File: config.mk
export PLATFORM = sky130hd
export DESIGN_NAME = ccu_top
export DESIGN_NICKNAME = d
export VERILOG_FILES = /design/src/source/isa_pkg.sv /design/src/source/cfg_pkg.sv /design/src/source/ccu_top.sv /design/src/source/cfg_slot.sv /design/src/source/isa_decode.sv /design/src/source/isa_fetch.sv
export SDC_FILE = /design/constraint.sdc
export NUM_CORES = 1
export LEC_CHECK = 0
export BUFFER_PORTS_ARGS = -buffer_cell sky130_fd_sc_hd__buf_2
export CORE_AREA = 3 3 250 252
export DETAILED_ROUTE_END_ITERATION = 10
export DIE_AREA = 0 0 253 255
export GPL_ROUTABILITY_DRIVEN = 0
export PLACE_DENSITY_LB_ADDON = 0.2
export SYNTH_ARGS = -nofsm -noshare
export SYNTH_HDL_FRONTEND = slang
export SYNTH_SLANG_ARGS = --single-unit
File: constraint.sdc
create_clock -name clk -period 14.3 [get_ports clk]
set_input_delay 0 -clock clk [delete_from_list [all_inputs] [get_ports clk]]
set_output_delay 0 -clock clk [all_outputs]
set_load 0.05 [all_outputs]
File: src/source/isa_pkg.sv
// Instruction word format and fetch control types
// Opcode sits in the lowest byte of every word, fields start at bit 8
// Opcode value equals target index and arbitration priority (0 is highest)
// Blocks are at most 3 words long, so a 2-bit word counter is enough
`default_nettype none

package isa_pkg;

    // ======================================================================
    // Word and address format
    // ======================================================================
    localparam int ISA_WIDTH       = 256;
    localparam int ADDR_WIDTH      = 16;
    localparam int OPCODE_WIDTH    = 8;
    localparam int NUM_LAYER_WIDTH = 20;
    localparam int NUM_TARGET      = 3;

    typedef logic [1:0]           target_idx_t;
    typedef logic [ISA_WIDTH-1:0] isa_word_t;

    // Opcodes double as target indices
    localparam target_idx_t OPC_CCU = 2'd0;   // Unit itself, layer count
    localparam target_idx_t OPC_SYA = 2'd1;   // Systolic array
    localparam target_idx_t OPC_POL = 2'd2;   // Pool cores

    // Block length in words, indexed by opcode
    localparam logic [1:0] WORDS_PER_OPC [NUM_TARGET] = '{2'd1, 2'd1, 2'd3};

    // Accepted RAM word on its way to the decoder
    typedef struct packed {
        logic        vld;
        isa_word_t   word;
        target_idx_t tgt;   // Target the word was fetched for
    } isa_beat_t;

    typedef enum logic [1:0] {
        ST_IDLE,
        ST_IDLE_CFG,
        ST_CFG,
        ST_NET_DONE
    } ccu_state_t;

endpackage

`default_nettype wire

File: src/source/cfg_pkg.sv
// Configuration payloads handed to the array and pool targets
// Array struct is laid out so that mode lands at the lowest bits,
// matching the word image from bit 8 upward
// Pool payload is an array of pol_cfg_t, one per core
`default_nettype none

package cfg_pkg;

    localparam int IDX_WIDTH   = 16;
    localparam int CHN_WIDTH   = 12;
    localparam int QNTSL_WIDTH = 20;
    localparam int ACT_WIDTH   = 8;
    localparam int K_WIDTH     = 8;

    // ======================================================================
    // Systolic array, 120 bits, first member is the MSB
    // ======================================================================
    typedef struct packed {
        logic [isa_pkg::ADDR_WIDTH-1:0] ofm_base;   // Output write base
        logic [isa_pkg::ADDR_WIDTH-1:0] wgt_base;   // Weight read base
        logic [isa_pkg::ADDR_WIDTH-1:0] act_base;   // Activation read base
        logic [ACT_WIDTH-1:0]           zp;
        logic [ACT_WIDTH-1:0]           shift;
        logic [QNTSL_WIDTH-1:0]         scale;
        logic [CHN_WIDTH-1:0]           chi;        // Input channels
        logic [IDX_WIDTH-1:0]           nip;        // Points
        logic [7:0]                     mode;
    } sya_cfg_t;

    // ======================================================================
    // One pool core
    // ======================================================================
    typedef struct packed {
        logic [K_WIDTH-1:0]   k;
        logic [CHN_WIDTH-1:0] chn;
        logic [IDX_WIDTH-1:0] nip;
    } pol_cfg_t;

endpackage

`default_nettype wire

File: src/source/ccu_top.sv
// Configuration control unit for the point-cloud accelerator
// Pool cores share one valid and one reset, ready is the AND of all cores
// isa_addr_min_o is the lowest RAM address still needed by any target
`default_nettype none

module ccu_top #(
    parameter int POOL_CORE = 6
) (
    input  logic                              clk,
    input  logic                              rst_n,
    input  logic                              start_i,
    output logic                              net_done_o,
    output logic [isa_pkg::ADDR_WIDTH-1:0]    rd_addr_o,
    output logic                              rd_addr_vld_o,
    input  logic                              rd_addr_rdy_i,
    input  isa_pkg::isa_word_t                rd_dat_i,
    input  logic                              rd_dat_vld_i,
    output logic                              rd_dat_rdy_o,
    output logic [isa_pkg::ADDR_WIDTH-1:0]    isa_addr_min_o,
    output logic                              sya_rst_o,
    output logic                              sya_cfg_vld_o,
    input  logic                              sya_cfg_rdy_i,
    output cfg_pkg::sya_cfg_t                 sya_cfg_o,
    output logic [POOL_CORE-1:0]              pol_rst_o,
    output logic [POOL_CORE-1:0]              pol_cfg_vld_o,
    input  logic [POOL_CORE-1:0]              pol_cfg_rdy_i,
    output cfg_pkg::pol_cfg_t [POOL_CORE-1:0] pol_cfg_o
);
    import isa_pkg::*;
    import cfg_pkg::*;

    typedef pol_cfg_t [POOL_CORE-1:0] pol_bank_t;

    isa_beat_t                  beat;
    logic                       block_done;
    logic                       ccu_taken;
    logic [NUM_LAYER_WIDTH-1:0] num_layers;
    logic                       sya_load;
    logic                       sya_taken;
    sya_cfg_t                   sya_cfg_dec;
    logic                       pol_load;
    logic                       pol_taken;
    logic                       pol_vld;
    pol_bank_t                  pol_cfg_dec;
    logic [NUM_TARGET-1:1]      tgt_rst;

    // ======================================================================
    // Fetch and decode
    // ======================================================================
    isa_fetch i_fetch (
        .clk          (clk),
        .rst_n        (rst_n),
        .start_i      (start_i),
        .sya_rdy_i    (sya_cfg_rdy_i),
        .pol_rdy_i    (&pol_cfg_rdy_i),
        .sya_taken_i  (sya_taken),
        .pol_taken_i  (pol_taken),
        .block_done_i (block_done),
        .ccu_taken_i  (ccu_taken),
        .num_layers_i (num_layers),
        .rd_addr_o    (rd_addr_o),
        .rd_addr_vld_o(rd_addr_vld_o),
        .rd_addr_rdy_i(rd_addr_rdy_i),
        .rd_dat_i     (rd_dat_i),
        .rd_dat_vld_i (rd_dat_vld_i),
        .rd_dat_rdy_o (rd_dat_rdy_o),
        .beat_o       (beat),
        .tgt_rst_o    (tgt_rst),
        .addr_min_o   (isa_addr_min_o),
        .net_done_o   (net_done_o)
    );

    isa_decode #(.POOL_CORE(POOL_CORE)) i_decode (
        .clk          (clk),
        .rst_n        (rst_n),
        .beat_i       (beat),
        .block_done_o (block_done),
        .ccu_taken_o  (ccu_taken),
        .num_layers_o (num_layers),
        .sya_load_o   (sya_load),
        .sya_cfg_o    (sya_cfg_dec),
        .pol_load_o   (pol_load),
        .pol_cfg_o    (pol_cfg_dec)
    );

    // ======================================================================
    // Target slots
    // ======================================================================
    cfg_slot #(.cfg_t(sya_cfg_t)) i_sya_slot (
        .clk      (clk),
        .rst_n    (rst_n),
        .load_i   (sya_load),
        .cfg_i    (sya_cfg_dec),
        .cfg_o    (sya_cfg_o),
        .cfg_vld_o(sya_cfg_vld_o),
        .cfg_rdy_i(sya_cfg_rdy_i),
        .taken_o  (sya_taken)
    );

    // Ready toward the slot is the AND of all pool cores
    cfg_slot #(.cfg_t(pol_bank_t)) i_pol_slot (
        .clk      (clk),
        .rst_n    (rst_n),
        .load_i   (pol_load),
        .cfg_i    (pol_cfg_dec),
        .cfg_o    (pol_cfg_o),
        .cfg_vld_o(pol_vld),
        .cfg_rdy_i(&pol_cfg_rdy_i),
        .taken_o  (pol_taken)
    );

    assign pol_cfg_vld_o = {POOL_CORE{pol_vld}};
    assign sya_rst_o     = tgt_rst[OPC_SYA];
    assign pol_rst_o     = {POOL_CORE{tgt_rst[OPC_POL]}};

endmodule

`default_nettype wire

File: src/source/cfg_slot.sv
// One-entry configuration holder toward a target
// Payload is captured on load and held until the target takes it
// A load is never issued while the slot is still valid
`default_nettype none

module cfg_slot #(
    parameter type cfg_t = logic
) (
    input  logic clk,
    input  logic rst_n,
    input  logic load_i,
    input  cfg_t cfg_i,
    output cfg_t cfg_o,
    output logic cfg_vld_o,
    input  logic cfg_rdy_i,
    output logic taken_o
);

    assign taken_o = cfg_vld_o && cfg_rdy_i;

    always_ff @(posedge clk or negedge rst_n) begin
        if (!rst_n) begin
            cfg_vld_o <= 1'b0;
        end else if (load_i) begin
            cfg_vld_o <= 1'b1;
        end else if (taken_o) begin
            cfg_vld_o <= 1'b0;   // Drops the cycle after transfer
        end
    end

    // Payload register
    always_ff @(posedge clk) begin
        if (load_i) cfg_o <= cfg_i;
    end

endmodule

`default_nettype wire

File: src/source/isa_decode.sv
// Decode side: opcode match, word counting and field extraction
// Beats whose opcode differs from their target index are dropped
// Pool words 1 and 2 are held here, word 3 completes the payload
// Loads and block_done are combinational on the last matching beat
`default_nettype none

module isa_decode #(
    parameter int POOL_CORE = 6   // 1 to 12 cores fit in one word
) (
    input  logic                                clk,
    input  logic                                rst_n,
    input  isa_pkg::isa_beat_t                  beat_i,
    output logic                                block_done_o,
    output logic                                ccu_taken_o,
    output logic [isa_pkg::NUM_LAYER_WIDTH-1:0] num_layers_o,
    output logic                                sya_load_o,
    output cfg_pkg::sya_cfg_t                   sya_cfg_o,
    output logic                                pol_load_o,
    output cfg_pkg::pol_cfg_t [POOL_CORE-1:0]   pol_cfg_o
);
    import isa_pkg::*;
    import cfg_pkg::*;

    logic [OPCODE_WIDTH-1:0]             opcode;
    logic                                match;
    logic                                last;
    logic [1:0]                          word_cnt_q;
    logic [POOL_CORE-1:0][IDX_WIDTH-1:0] pol_nip_q;
    logic [POOL_CORE-1:0][CHN_WIDTH-1:0] pol_chn_q;

    // ======================================================================
    // Match and word count
    // ======================================================================
    assign opcode = beat_i.word[OPCODE_WIDTH-1:0];
    assign match  = beat_i.vld && (opcode == OPCODE_WIDTH'(beat_i.tgt));
    assign last   = (word_cnt_q == WORDS_PER_OPC[beat_i.tgt] - 2'd1);

    assign block_done_o = match && last;
    assign ccu_taken_o  = block_done_o && (beat_i.tgt == OPC_CCU);
    assign sya_load_o   = block_done_o && (beat_i.tgt == OPC_SYA);
    assign pol_load_o   = block_done_o && (beat_i.tgt == OPC_POL);

    always_ff @(posedge clk or negedge rst_n) begin
        if (!rst_n) begin
            word_cnt_q   <= '0;
            num_layers_o <= '0;
        end else if (match) begin
            word_cnt_q <= last ? 2'd0 : word_cnt_q + 2'd1;
            if (beat_i.tgt == OPC_CCU) begin
                num_layers_o <= beat_i.word[OPCODE_WIDTH +: NUM_LAYER_WIDTH];
            end
        end
    end

    // ======================================================================
    // Field extraction
    // ======================================================================
    // Single array word, fields packed from bit 8
    assign sya_cfg_o = beat_i.word[OPCODE_WIDTH +: $bits(sya_cfg_t)];

    always_ff @(posedge clk) begin
        if (match && beat_i.tgt == OPC_POL) begin
            if (word_cnt_q == 2'd0) begin
                pol_nip_q <= beat_i.word[OPCODE_WIDTH +: POOL_CORE * IDX_WIDTH];
            end
            if (word_cnt_q == 2'd1) begin
                pol_chn_q <= beat_i.word[OPCODE_WIDTH +: POOL_CORE * CHN_WIDTH];
            end
        end
    end

    for (genvar c = 0; c < POOL_CORE; c++) begin : g_core
        assign pol_cfg_o[c].nip = pol_nip_q[c];
        assign pol_cfg_o[c].chn = pol_chn_q[c];
        assign pol_cfg_o[c].k   = beat_i.word[OPCODE_WIDTH + c * K_WIDTH +: K_WIDTH];   // Word 3
    end

endmodule

`default_nettype wire

File: src/source/isa_fetch.sv
// Fetch side of the configuration unit: FSM, target pick, RAM reads
// Only one RAM read is outstanding at a time
// Per-target pointers restart at address 0 whenever the FSM is idle
// Layer count is the number of accepted array configurations
`default_nettype none

module isa_fetch (
    input  logic                                 clk,
    input  logic                                 rst_n,
    input  logic                                 start_i,
    input  logic                                 sya_rdy_i,
    input  logic                                 pol_rdy_i,    // AND of all pool cores
    input  logic                                 sya_taken_i,
    input  logic                                 pol_taken_i,
    input  logic                                 block_done_i,
    input  logic                                 ccu_taken_i,
    input  logic [isa_pkg::NUM_LAYER_WIDTH-1:0]  num_layers_i,
    output logic [isa_pkg::ADDR_WIDTH-1:0]       rd_addr_o,
    output logic                                 rd_addr_vld_o,
    input  logic                                 rd_addr_rdy_i,
    input  isa_pkg::isa_word_t                   rd_dat_i,
    input  logic                                 rd_dat_vld_i,
    output logic                                 rd_dat_rdy_o,
    output isa_pkg::isa_beat_t                   beat_o,
    output logic [isa_pkg::NUM_TARGET-1:1]       tgt_rst_o,    // Indexed by target
    output logic [isa_pkg::ADDR_WIDTH-1:0]       addr_min_o,
    output logic                                 net_done_o
);
    import isa_pkg::*;

    ccu_state_t                             state_q;
    ccu_state_t                             state_d;
    logic [NUM_TARGET-1:0]                  tgt_rdy;
    target_idx_t                            pick;
    target_idx_t                            sel_q;
    logic                                   sel_taken;
    logic                                   ccu_rdy_q;
    logic                                   rd_pend_q;
    logic                                   blk_end_q;
    logic                                   addr_xfer;
    logic                                   dat_xfer;
    logic                                   net_end;
    logic [NUM_TARGET-1:0][ADDR_WIDTH-1:0]  ptr_q;
    logic [NUM_LAYER_WIDTH-1:0]             layer_cnt_q;

    // ======================================================================
    // Target pick and FSM
    // ======================================================================
    assign tgt_rdy = {pol_rdy_i, sya_rdy_i, ccu_rdy_q};

    always_comb begin
        pick = OPC_POL;
        for (int i = NUM_TARGET - 1; i >= 0; i--) begin
            if (tgt_rdy[i]) pick = target_idx_t'(i);   // Lowest index wins
        end
    end

    always_comb begin
        case (sel_q)
            OPC_CCU: sel_taken = ccu_taken_i;
            OPC_SYA: sel_taken = sya_taken_i;
            default: sel_taken = pol_taken_i;
        endcase
    end

    assign net_end = (num_layers_i != '0) && (layer_cnt_q == num_layers_i);

    always_comb begin
        state_d = state_q;
        case (state_q)
            ST_IDLE:     if (start_i) state_d = ST_IDLE_CFG;
            ST_IDLE_CFG: begin
                if (net_end) state_d = ST_NET_DONE;
                else if (|tgt_rdy) state_d = ST_CFG;
            end
            ST_CFG:      if (sel_taken) state_d = ST_IDLE_CFG;
            default:     state_d = ST_IDLE;   // net_done lasts one cycle
        endcase
    end

    always_ff @(posedge clk or negedge rst_n) begin
        if (!rst_n) begin
            state_q   <= ST_IDLE;
            sel_q     <= OPC_CCU;
            ccu_rdy_q <= 1'b1;
        end else begin
            state_q <= state_d;
            if (state_q == ST_IDLE_CFG && state_d == ST_CFG) sel_q <= pick;
            if (state_q == ST_IDLE) ccu_rdy_q <= 1'b1;
            else if (ccu_taken_i) ccu_rdy_q <= 1'b0;
        end
    end

    // ======================================================================
    // RAM read channels
    // ======================================================================
    assign rd_addr_vld_o = (state_q == ST_CFG) && !rd_pend_q && !blk_end_q;
    assign rd_addr_o     = ptr_q[sel_q];
    assign rd_dat_rdy_o  = rd_pend_q;
    assign addr_xfer     = rd_addr_vld_o && rd_addr_rdy_i;
    assign dat_xfer      = rd_dat_vld_i && rd_dat_rdy_o;
    assign beat_o        = '{vld: dat_xfer, word: rd_dat_i, tgt: sel_q};

    always_ff @(posedge clk or negedge rst_n) begin
        if (!rst_n) begin
            rd_pend_q <= 1'b0;
            blk_end_q <= 1'b0;
        end else begin
            if (addr_xfer) rd_pend_q <= 1'b1;
            else if (dat_xfer) rd_pend_q <= 1'b0;
            // Stop issuing once the block is complete
            if (state_q != ST_CFG) blk_end_q <= 1'b0;
            else if (block_done_i) blk_end_q <= 1'b1;
        end
    end

    // Read pointers and layer counter
    always_ff @(posedge clk or negedge rst_n) begin
        if (!rst_n) begin
            ptr_q       <= '0;
            layer_cnt_q <= '0;
        end else if (state_q == ST_IDLE) begin
            ptr_q       <= '0;
            layer_cnt_q <= '0;
        end else begin
            if (addr_xfer) ptr_q[sel_q] <= ptr_q[sel_q] + 1'b1;
            if (sya_taken_i) layer_cnt_q <= layer_cnt_q + 1'b1;
        end
    end

    // Lowest address any target still needs
    always_comb begin
        addr_min_o = ptr_q[0];
        for (int i = 1; i < NUM_TARGET; i++) begin
            if (ptr_q[i] < addr_min_o) addr_min_o = ptr_q[i];
        end
    end

    assign tgt_rst_o  = {(NUM_TARGET - 1){state_q == ST_IDLE}};
    assign net_done_o = (state_q == ST_NET_DONE);

endmodule

`default_nettype wire

==> results of run 1 <==
==> kinds of logic after synthesis <==
group	after synthesis	share of synthesized area, %
fa+ha+maj	34	1.99
simple gates	200	4.84
mux	54	2.71
flops	603	82.3
xor+xnor	55	2.25
buf+inv	80	1.88
compound gates	134	4.04
==> worst min-delay path by stage <==
stage,startpoint,endpoint,slack (ns),depth (start not counted)
floorplan,rst_n,i_decode.num_layers_o[0],-0.30,0
global placement,rst_n,i_fetch.ptr_q[25],0.03,1
detailed placement,rst_n,i_fetch.ptr_q[25],0.03,1
CTS,rd_dat_i[1],i_decode.word_cnt_q[0],0.02,4
global route,pol_cfg_rdy_i[3],i_fetch.state_q[1],0.09,6
finish,rd_dat_i[2],i_decode.word_cnt_q[0],0.04,5
==> power groups by stage <==
| stage | Clock [uW] | Sequential (uW) | Combinational (uW) |
|---|---|---|---|
| floorplan | 0 | 1960 | 381 |
| global placement | 0 | 1950 | 487 |
| detailed placement | 0 | 1960 | 491 |
| CTS | 1630 | 1920 | 524 |
| global route | 1700 | 1920 | 550 |
| finish | 1580 | 1920 | 520 |
==> per-stage QoR <==
step           setup slack [ns]  instances  area, um2  hold slack, ns
4_1_cts                    8.39       2672      28200          0.0187
5_1_grt                    8.05       2672      28200          0.0864
6_report                   8.45       2673      28200          0.0409
3_5_place_dp               9.07       2428      24800          0.0289
2_1_floorplan              2.29       1160      21400          -0.296
3_3_place_gp               9.07       2428      24800          0.0296
==> critical path: stages, from the launching register on <==
cell and delay, ns:
dfrtp_1 0.40, inv_1 0.06, ha_1 0.31, nand4_1 0.21
or3_1 0.47, a221oi_2 0.28, or4b_4 0.43, mux2i_1 0.31
ha_1 0.29, a21o_1 0.16, a21oi_1 0.15, nor2b_1 0.06
o41ai_1 0.40, nand3_1 0.62, a21o_4 0.51, a21oi_1 0.28
buf_2 0.32
==> registers in the layout, indices dropped and copies added, names as in the netlist, 2 cells and up <==
signal	count
i_pol_slot.cfg_o	216
i_decode.pol_cfg_o	168
i_sya_slot.cfg_o	120
i_fetch.ptr_q	48
i_decode.num_layers_o	20
i_fetch.layer_cnt_q	20
i_decode.word_cnt_q	2
i_fetch.sel_q	2
i_fetch.state_q	2
==> cells in the final DEF, fill, tap and decap left out, types with 3 or more instances in the layout <==
cell type,n
dlygate4sd3_1,131
nand3_1,61
clkbuf_1,15
o2bb2ai_1,12
or3_1,4
ha_1,34
edfxtp_1,504
nand4_1,17
dfrtp_1,98
clkinvlp_4,3
buf_4,11
and2_4,3
a211oi_1,17
a21oi_2,10
mux2i_1,32
buf_2,523
nand2b_1,4
clkbuf_16,67
o21ai_1,4
xor2_1,31
a21oi_1,16
inv_1,31
mux2_2,21
nor2b_1,3
clkinv_2,7
nor2_1,38
and3_1,5
inv_6,3
nand2_1,30
xnor2_1,24
clkinv_1,9
nor4_1,12
o21ai_0,58
nor3_1,6
a21o_1,4
==> layer usage <==
layer  wire length, um  track usage, %  share of wire (%)
met1             22900            20.9                 41
met2             27900            28.4                 50
met3              3250            3.19                5.8
met4              1630            6.24                2.9
met5                 0               0                  0
==> timing repair <==
| item | 4_1_cts | 5_1_grt |
|---|---|---|
| hold buffers | 132 | 0 |
| endpoints found under the hold margin | 409 | 0 |
| endpoints found under the setup margin | 0 | 0 |
==> layout make-up <==
type                            count  area [um2]  share of cell area, %
Clock inverter                     28         239                  0.848
Timing Repair Buffer              667        4060                   14.4
Antenna cell                        1        2.50                0.00888
Sequential cell                   603       17600                   62.5
Inverter                           31         116                  0.413
Tap cell                          782         978                   3.47
Clock buffer                       84        1760                   6.25
Multi-Input combinational cell    477        3400                   12.1
==> flow_metrics.tcl, run 1 <==
set metrics [dict create \
    status "finished, final reports clean" \
    vias 12600 \
    skew_ns 0.0207 \
    ff2ff_path_depth 6 \
    synth_edf_count 504 \
    finalCritPeriodShare_pct 40.9 \
    r2r_slack_ns 10.80 \
    grt-ovfl-total 0 \
    grt_pass1_wl_um 80000 \
    coreArea_mm2 0.0604 \
    cp.arrival_ns 5.85 \
    p_per_area_mw_per_mm2 143 \
    rsz0062_at_grt "no" \
    power_frac_clock_pct 39.3 \
    clk_path_buf_depth 3 \
    yosysTopAreaCell "edfxtp_1" \
    grt_usage_pct 16.5 \
    p_seq_share_pct 47.8 \
    grt_max_degree 171 \
    intPower_uw 2960 \
    synth.top_cells.by_count "edfxtp_1, dfrtp_1, nand3_1" \
    num_rows 90 \
    clock_sink_count 603 \
    irDropWorstVdd_uv 95.5 \
    routedWlPerCell_um 20.9 \
    layout.nets 2148 \
    final_util_pct 46.7 \
    synth_seq_cells 603 \
    netSwitchingPower_uw 1060 \
    async_flop_share_pct 16.4 \
    path_class "reg2out" \
    yosys.cell_count.top_type "edfxtp_1" \
    drt-total-wl_um 55800 \
    ys_top_cells_by_area "edfxtp_1, dfrtp_1, ha_1, mux2i_1, nand3_1" \
    nFillCells 5234 \
    p_leak_uw 0.0109 \
    cp_max_fo 18 \
    worst_pin_slew_ns 1.15 \
    swShare_pct 26.4 \
    ys_warn_count 0 \
    route.detailed.drc 0 \
    grt_pass1_vias 12700 \
    layout-drive-gt1-share_pct 35.6 \
    critPathLaunch "i_fetch.ptr_q[14]" \
    maxCapViolations 0 \
    final_antenna_net_count 0 \
    io_pins 653 \
    die_x_um 253 \
    power_uw 4020 \
    max_freq_mhz 171 \
    place_hpwl_um 38200 \
    worst_hold_path_type "in2reg" \
    htreeDepth 3 \
    cts_resized 0 \
    synth_ff_type "edfxtp_1" \
    setup_viol 0 \
    syn-cell-area_mm2 0.0214 \
    worstPathRequired_ns 14.30 \
    dieHeight_um 255 \
    cts_tree "yes" \
    critPathCaptureType "output port" \
    start_util_pct 35.5 \
    post-cts-setup-buffers 0 \
    hold_viol_final 0 \
    drt_pre_antenna_iters 5 \
    ys_seq_area_share_pct 82.3 \
    drtIter0Drc 754 \
    path_clk_slew_ns 0.06 \
    synth_fp_nets 1462 \
    antenna_found_initial 0 \
    clock_tree.root_cell "clkbuf_16" \
    finalSetupTns_ns 0 \
    synth_top_area_share_pct 70.7 \
    numCtsBuffers 66 \
    synth_cell_types 57 \
    dieArea_mm2 0.0645 \
    syn-instance-count 1160 \
    rr_endpoint "i_sya_slot.cfg_o[47]" \
    viasPerCell 4.70 \
    relSlewSlack_pct 23.5 \
    area_delta_synth_final_pct 31.6 \
    reg2reg_from "i_fetch.sel_q[0]" \
    slew_violations 0 \
    port_buffers 524 \
    critPathCapture "isa_addr_min_o[4]" \
    crit_path_start_kind "flip-flop" \
    syn_avg_cell_area_um2 18.5 \
    pwr-share-comb_pct 13.0 \
    clkLatencyLatePin_ns 0.59 \
    final.min_clock_period_ns 5.85 \
]
Power figures use the tool's default switching activity.
==> run 2, diff against run 1 <==
- clock period: 14.3 -> 5.63 ns (I/O delays scaled with it)
==> run 2 against run 1 <==
- combinational power rose to 2.6 times the previous value
- flip-flop and latch count unchanged
- routed wire length is 0.75% lower
- die area is the same
- register-to-register slack worse by 8.5 ns
==> flow_metrics.tcl, run 2 (synthesis results as in run 1) <==
set metrics [dict create \
    clock_tree.root_cell "clkbuf_16" \
    grt_pass1_vias 12500 \
    top_register "i_pol_slot.cfg_o" \
    largest_reg_flops 216 \
    path_clk_slew_ns 0.06 \
    grt_usage_pct 16.4 \
    critPathCaptureType "output port" \
    ff2ff_path_depth 10 \
    num_rows 90 \
    cp.arrival_ns 5.28 \
    final_antenna_net_count 0 \
    grt_pass1_wl_um 79700 \
    routed-wl-met2_um 27600 \
    maxCapViolations 0 \
    critPathLaunch "i_fetch.ptr_q[14]" \
    r2r_slack_ns 2.28 \
    finalCritPeriodShare_pct 93.7 \
    vias 12600 \
    worst_hold_path_type "in2reg" \
    relSlewSlack_pct 17.2 \
    grt-ovfl-total 0 \
    area_delta_synth_final_pct 32.8 \
    layout_common_cells "buf_2, edfxtp_1, dlygate4sd3_1" \
    cp_max_fo 16 \
    worstPathRequired_ns 5.63 \
    io_pins 653 \
    slew_violations 0 \
    p_leak_uw 0.0111 \
    critPathCapture "isa_addr_min_o[15]" \
    m1WireLength_um 22900 \
    p_per_area_mw_per_mm2 368 \
    dieArea_mm2 0.0645 \
    coreArea_mm2 0.0604 \
    cts_tree "yes" \
    post-cts-setup-buffers 0 \
    crit_path_start_kind "flip-flop" \
    clkLatencyLatePin_ns 0.62 \
    dpl_worst_slack_ns 0.839 \
    timing.hold.ws_ns 0.0459 \
    clock_sink_count 603 \
    rsz0062_at_grt "no" \
    layout.nets 2150 \
    worst_pin_slew_ns 1.24 \
    start_util_pct 35.5 \
    setup_viol 0 \
    nFillCells 5253 \
    port_buffers 524 \
    timing.final.ws_setup_ns 0.353 \
    multi_input_area_mm2 0.00340 \
    drt_pre_antenna_iters 5 \
    finalSetupTns_ns 0 \
    final.min_clock_period_ns 5.28 \
    skew_ns 0.0253 \
    htreeDepth 2 \
    reg2reg_from "i_fetch.sel_q[1]" \
    clk_path_buf_depth 3 \
    path_class "reg2out" \
    max_freq_mhz 190 \
    power_uw 10500 \
    drtIter0Drc 686 \
    routedWlPerCell_um 20.6 \
    status "finished, final reports clean" \
    hold_viol_final 0 \
    layout_commonest_cell "buf_2" \
    place_hpwl_um 38100 \
    route.detailed.drc 0 \
    wl_met3_um 3320 \
    dieHeight_um 255 \
    rr_endpoint "i_fetch.ptr_q[28]" \
    grt_max_degree 86 \
    die_x_um 253 \
    layout-drive-gt1-share_pct 35.9 \
    highest_layer "met5" \
    numCtsBuffers 61 \
    antenna_found_initial 3 \
    irDropWorstVdd_uv 471 \
    ff_latch_area_mm2 0.0176 \
    drt-total-wl_um 55300 \
    viasPerCell 4.69 \
]
## run 2: cell types whose count changed in the layout (fill, tap and decap cells not counted), moves of 2 or more
cell / before / now
dlygate4sd3_1: 131 / 134
buf_4: 11 / 13
clkinv_8: 2 / 0
clkinv_2: 7 / 11
buf_12: 1 / 3
clkinv_16: 0 / 2
bufinv_16: 2 / 12
clkbuf_1: 15 / 7
clkinv_1: 9 / 16
clkbuf_16: 67 / 62
## run 2: worst min-delay path by stage
stage | slack (ns) | end | cells after the start | start
floorplan | -0.30 | i_decode.num_layers_o[0] | 0 | rst_n
global placement | 0.06 | i_fetch.ptr_q[25] | 1 | rst_n
detailed placement | 0.06 | i_fetch.ptr_q[25] | 1 | rst_n
CTS | 0.002 | i_decode.word_cnt_q[0] | 5 | rd_dat_i[3]
global route | 0.05 | i_decode.word_cnt_q[0] | 4 | rd_dat_i[1]
finish | 0.05 | i_decode.word_cnt_q[0] | 5 | rd_dat_i[3]
## run 2: power breakdown
group          total (uW)  switching (uW)  internal, uW
registers            4870            34.2          4840
clock network        4270            1680          2580
logic                1340             972           364
## run 2: metrics by stage
| stage | instances | utilization (%) | instance area (um2) |
|---|---|---|---|
| 3_3_place_gp | 2432 | 41.2 | 24900 |
| 5_1_grt | 2683 | 47.1 | 28400 |
| 6_report | 2685 | 47.1 | 28400 |
| 3_5_place_dp | 2432 | 41.2 | 24900 |
| 4_1_cts | 2683 | 47.1 | 28400 |
| 2_1_floorplan | 1160 | - | 21400 |
## run 2: critical path: stages (launching register included)
cell,delay (ns)
dfrtp_1,0.39
inv_1,0.06
ha_1,0.31
nand4_1,0.18
or3_1,0.45
a221oi_2,0.24
or4b_4,0.43
mux2i_1,0.32
ha_1,0.26
o211ai_1,0.11
or3_1,0.39
a21oi_1,0.18
and4_2,0.39
buf_4,0.22
a21o_4,0.30
a21oi_1,0.17
buf_2,0.24
## run 2: repair_timing
action                                  4_1_cts  5_1_grt
gates resized for setup                       0        1
endpoints found under the setup margin        0       14
hold endpoints to repair                    426        0
hold buffers                                135        0
## run 2: layout make-up
class	instances	share of cell area (%)
flip-flops and latches	603	62.0
repair buffers	674	14.6
multi-input cells	477	12.0
clock buffers	70	5.60
well taps	782	3.44
clock inverters	46	2.03
inverters	31	0.409
diodes	2	0.0176
## run 2: metal layers
metal,global-route usage [%],vias to the layer above
li1,-,5787
met2,28.1,390
met3,3.10,94
met5,0,-
met4,5.32,2
met1,21.2,6317
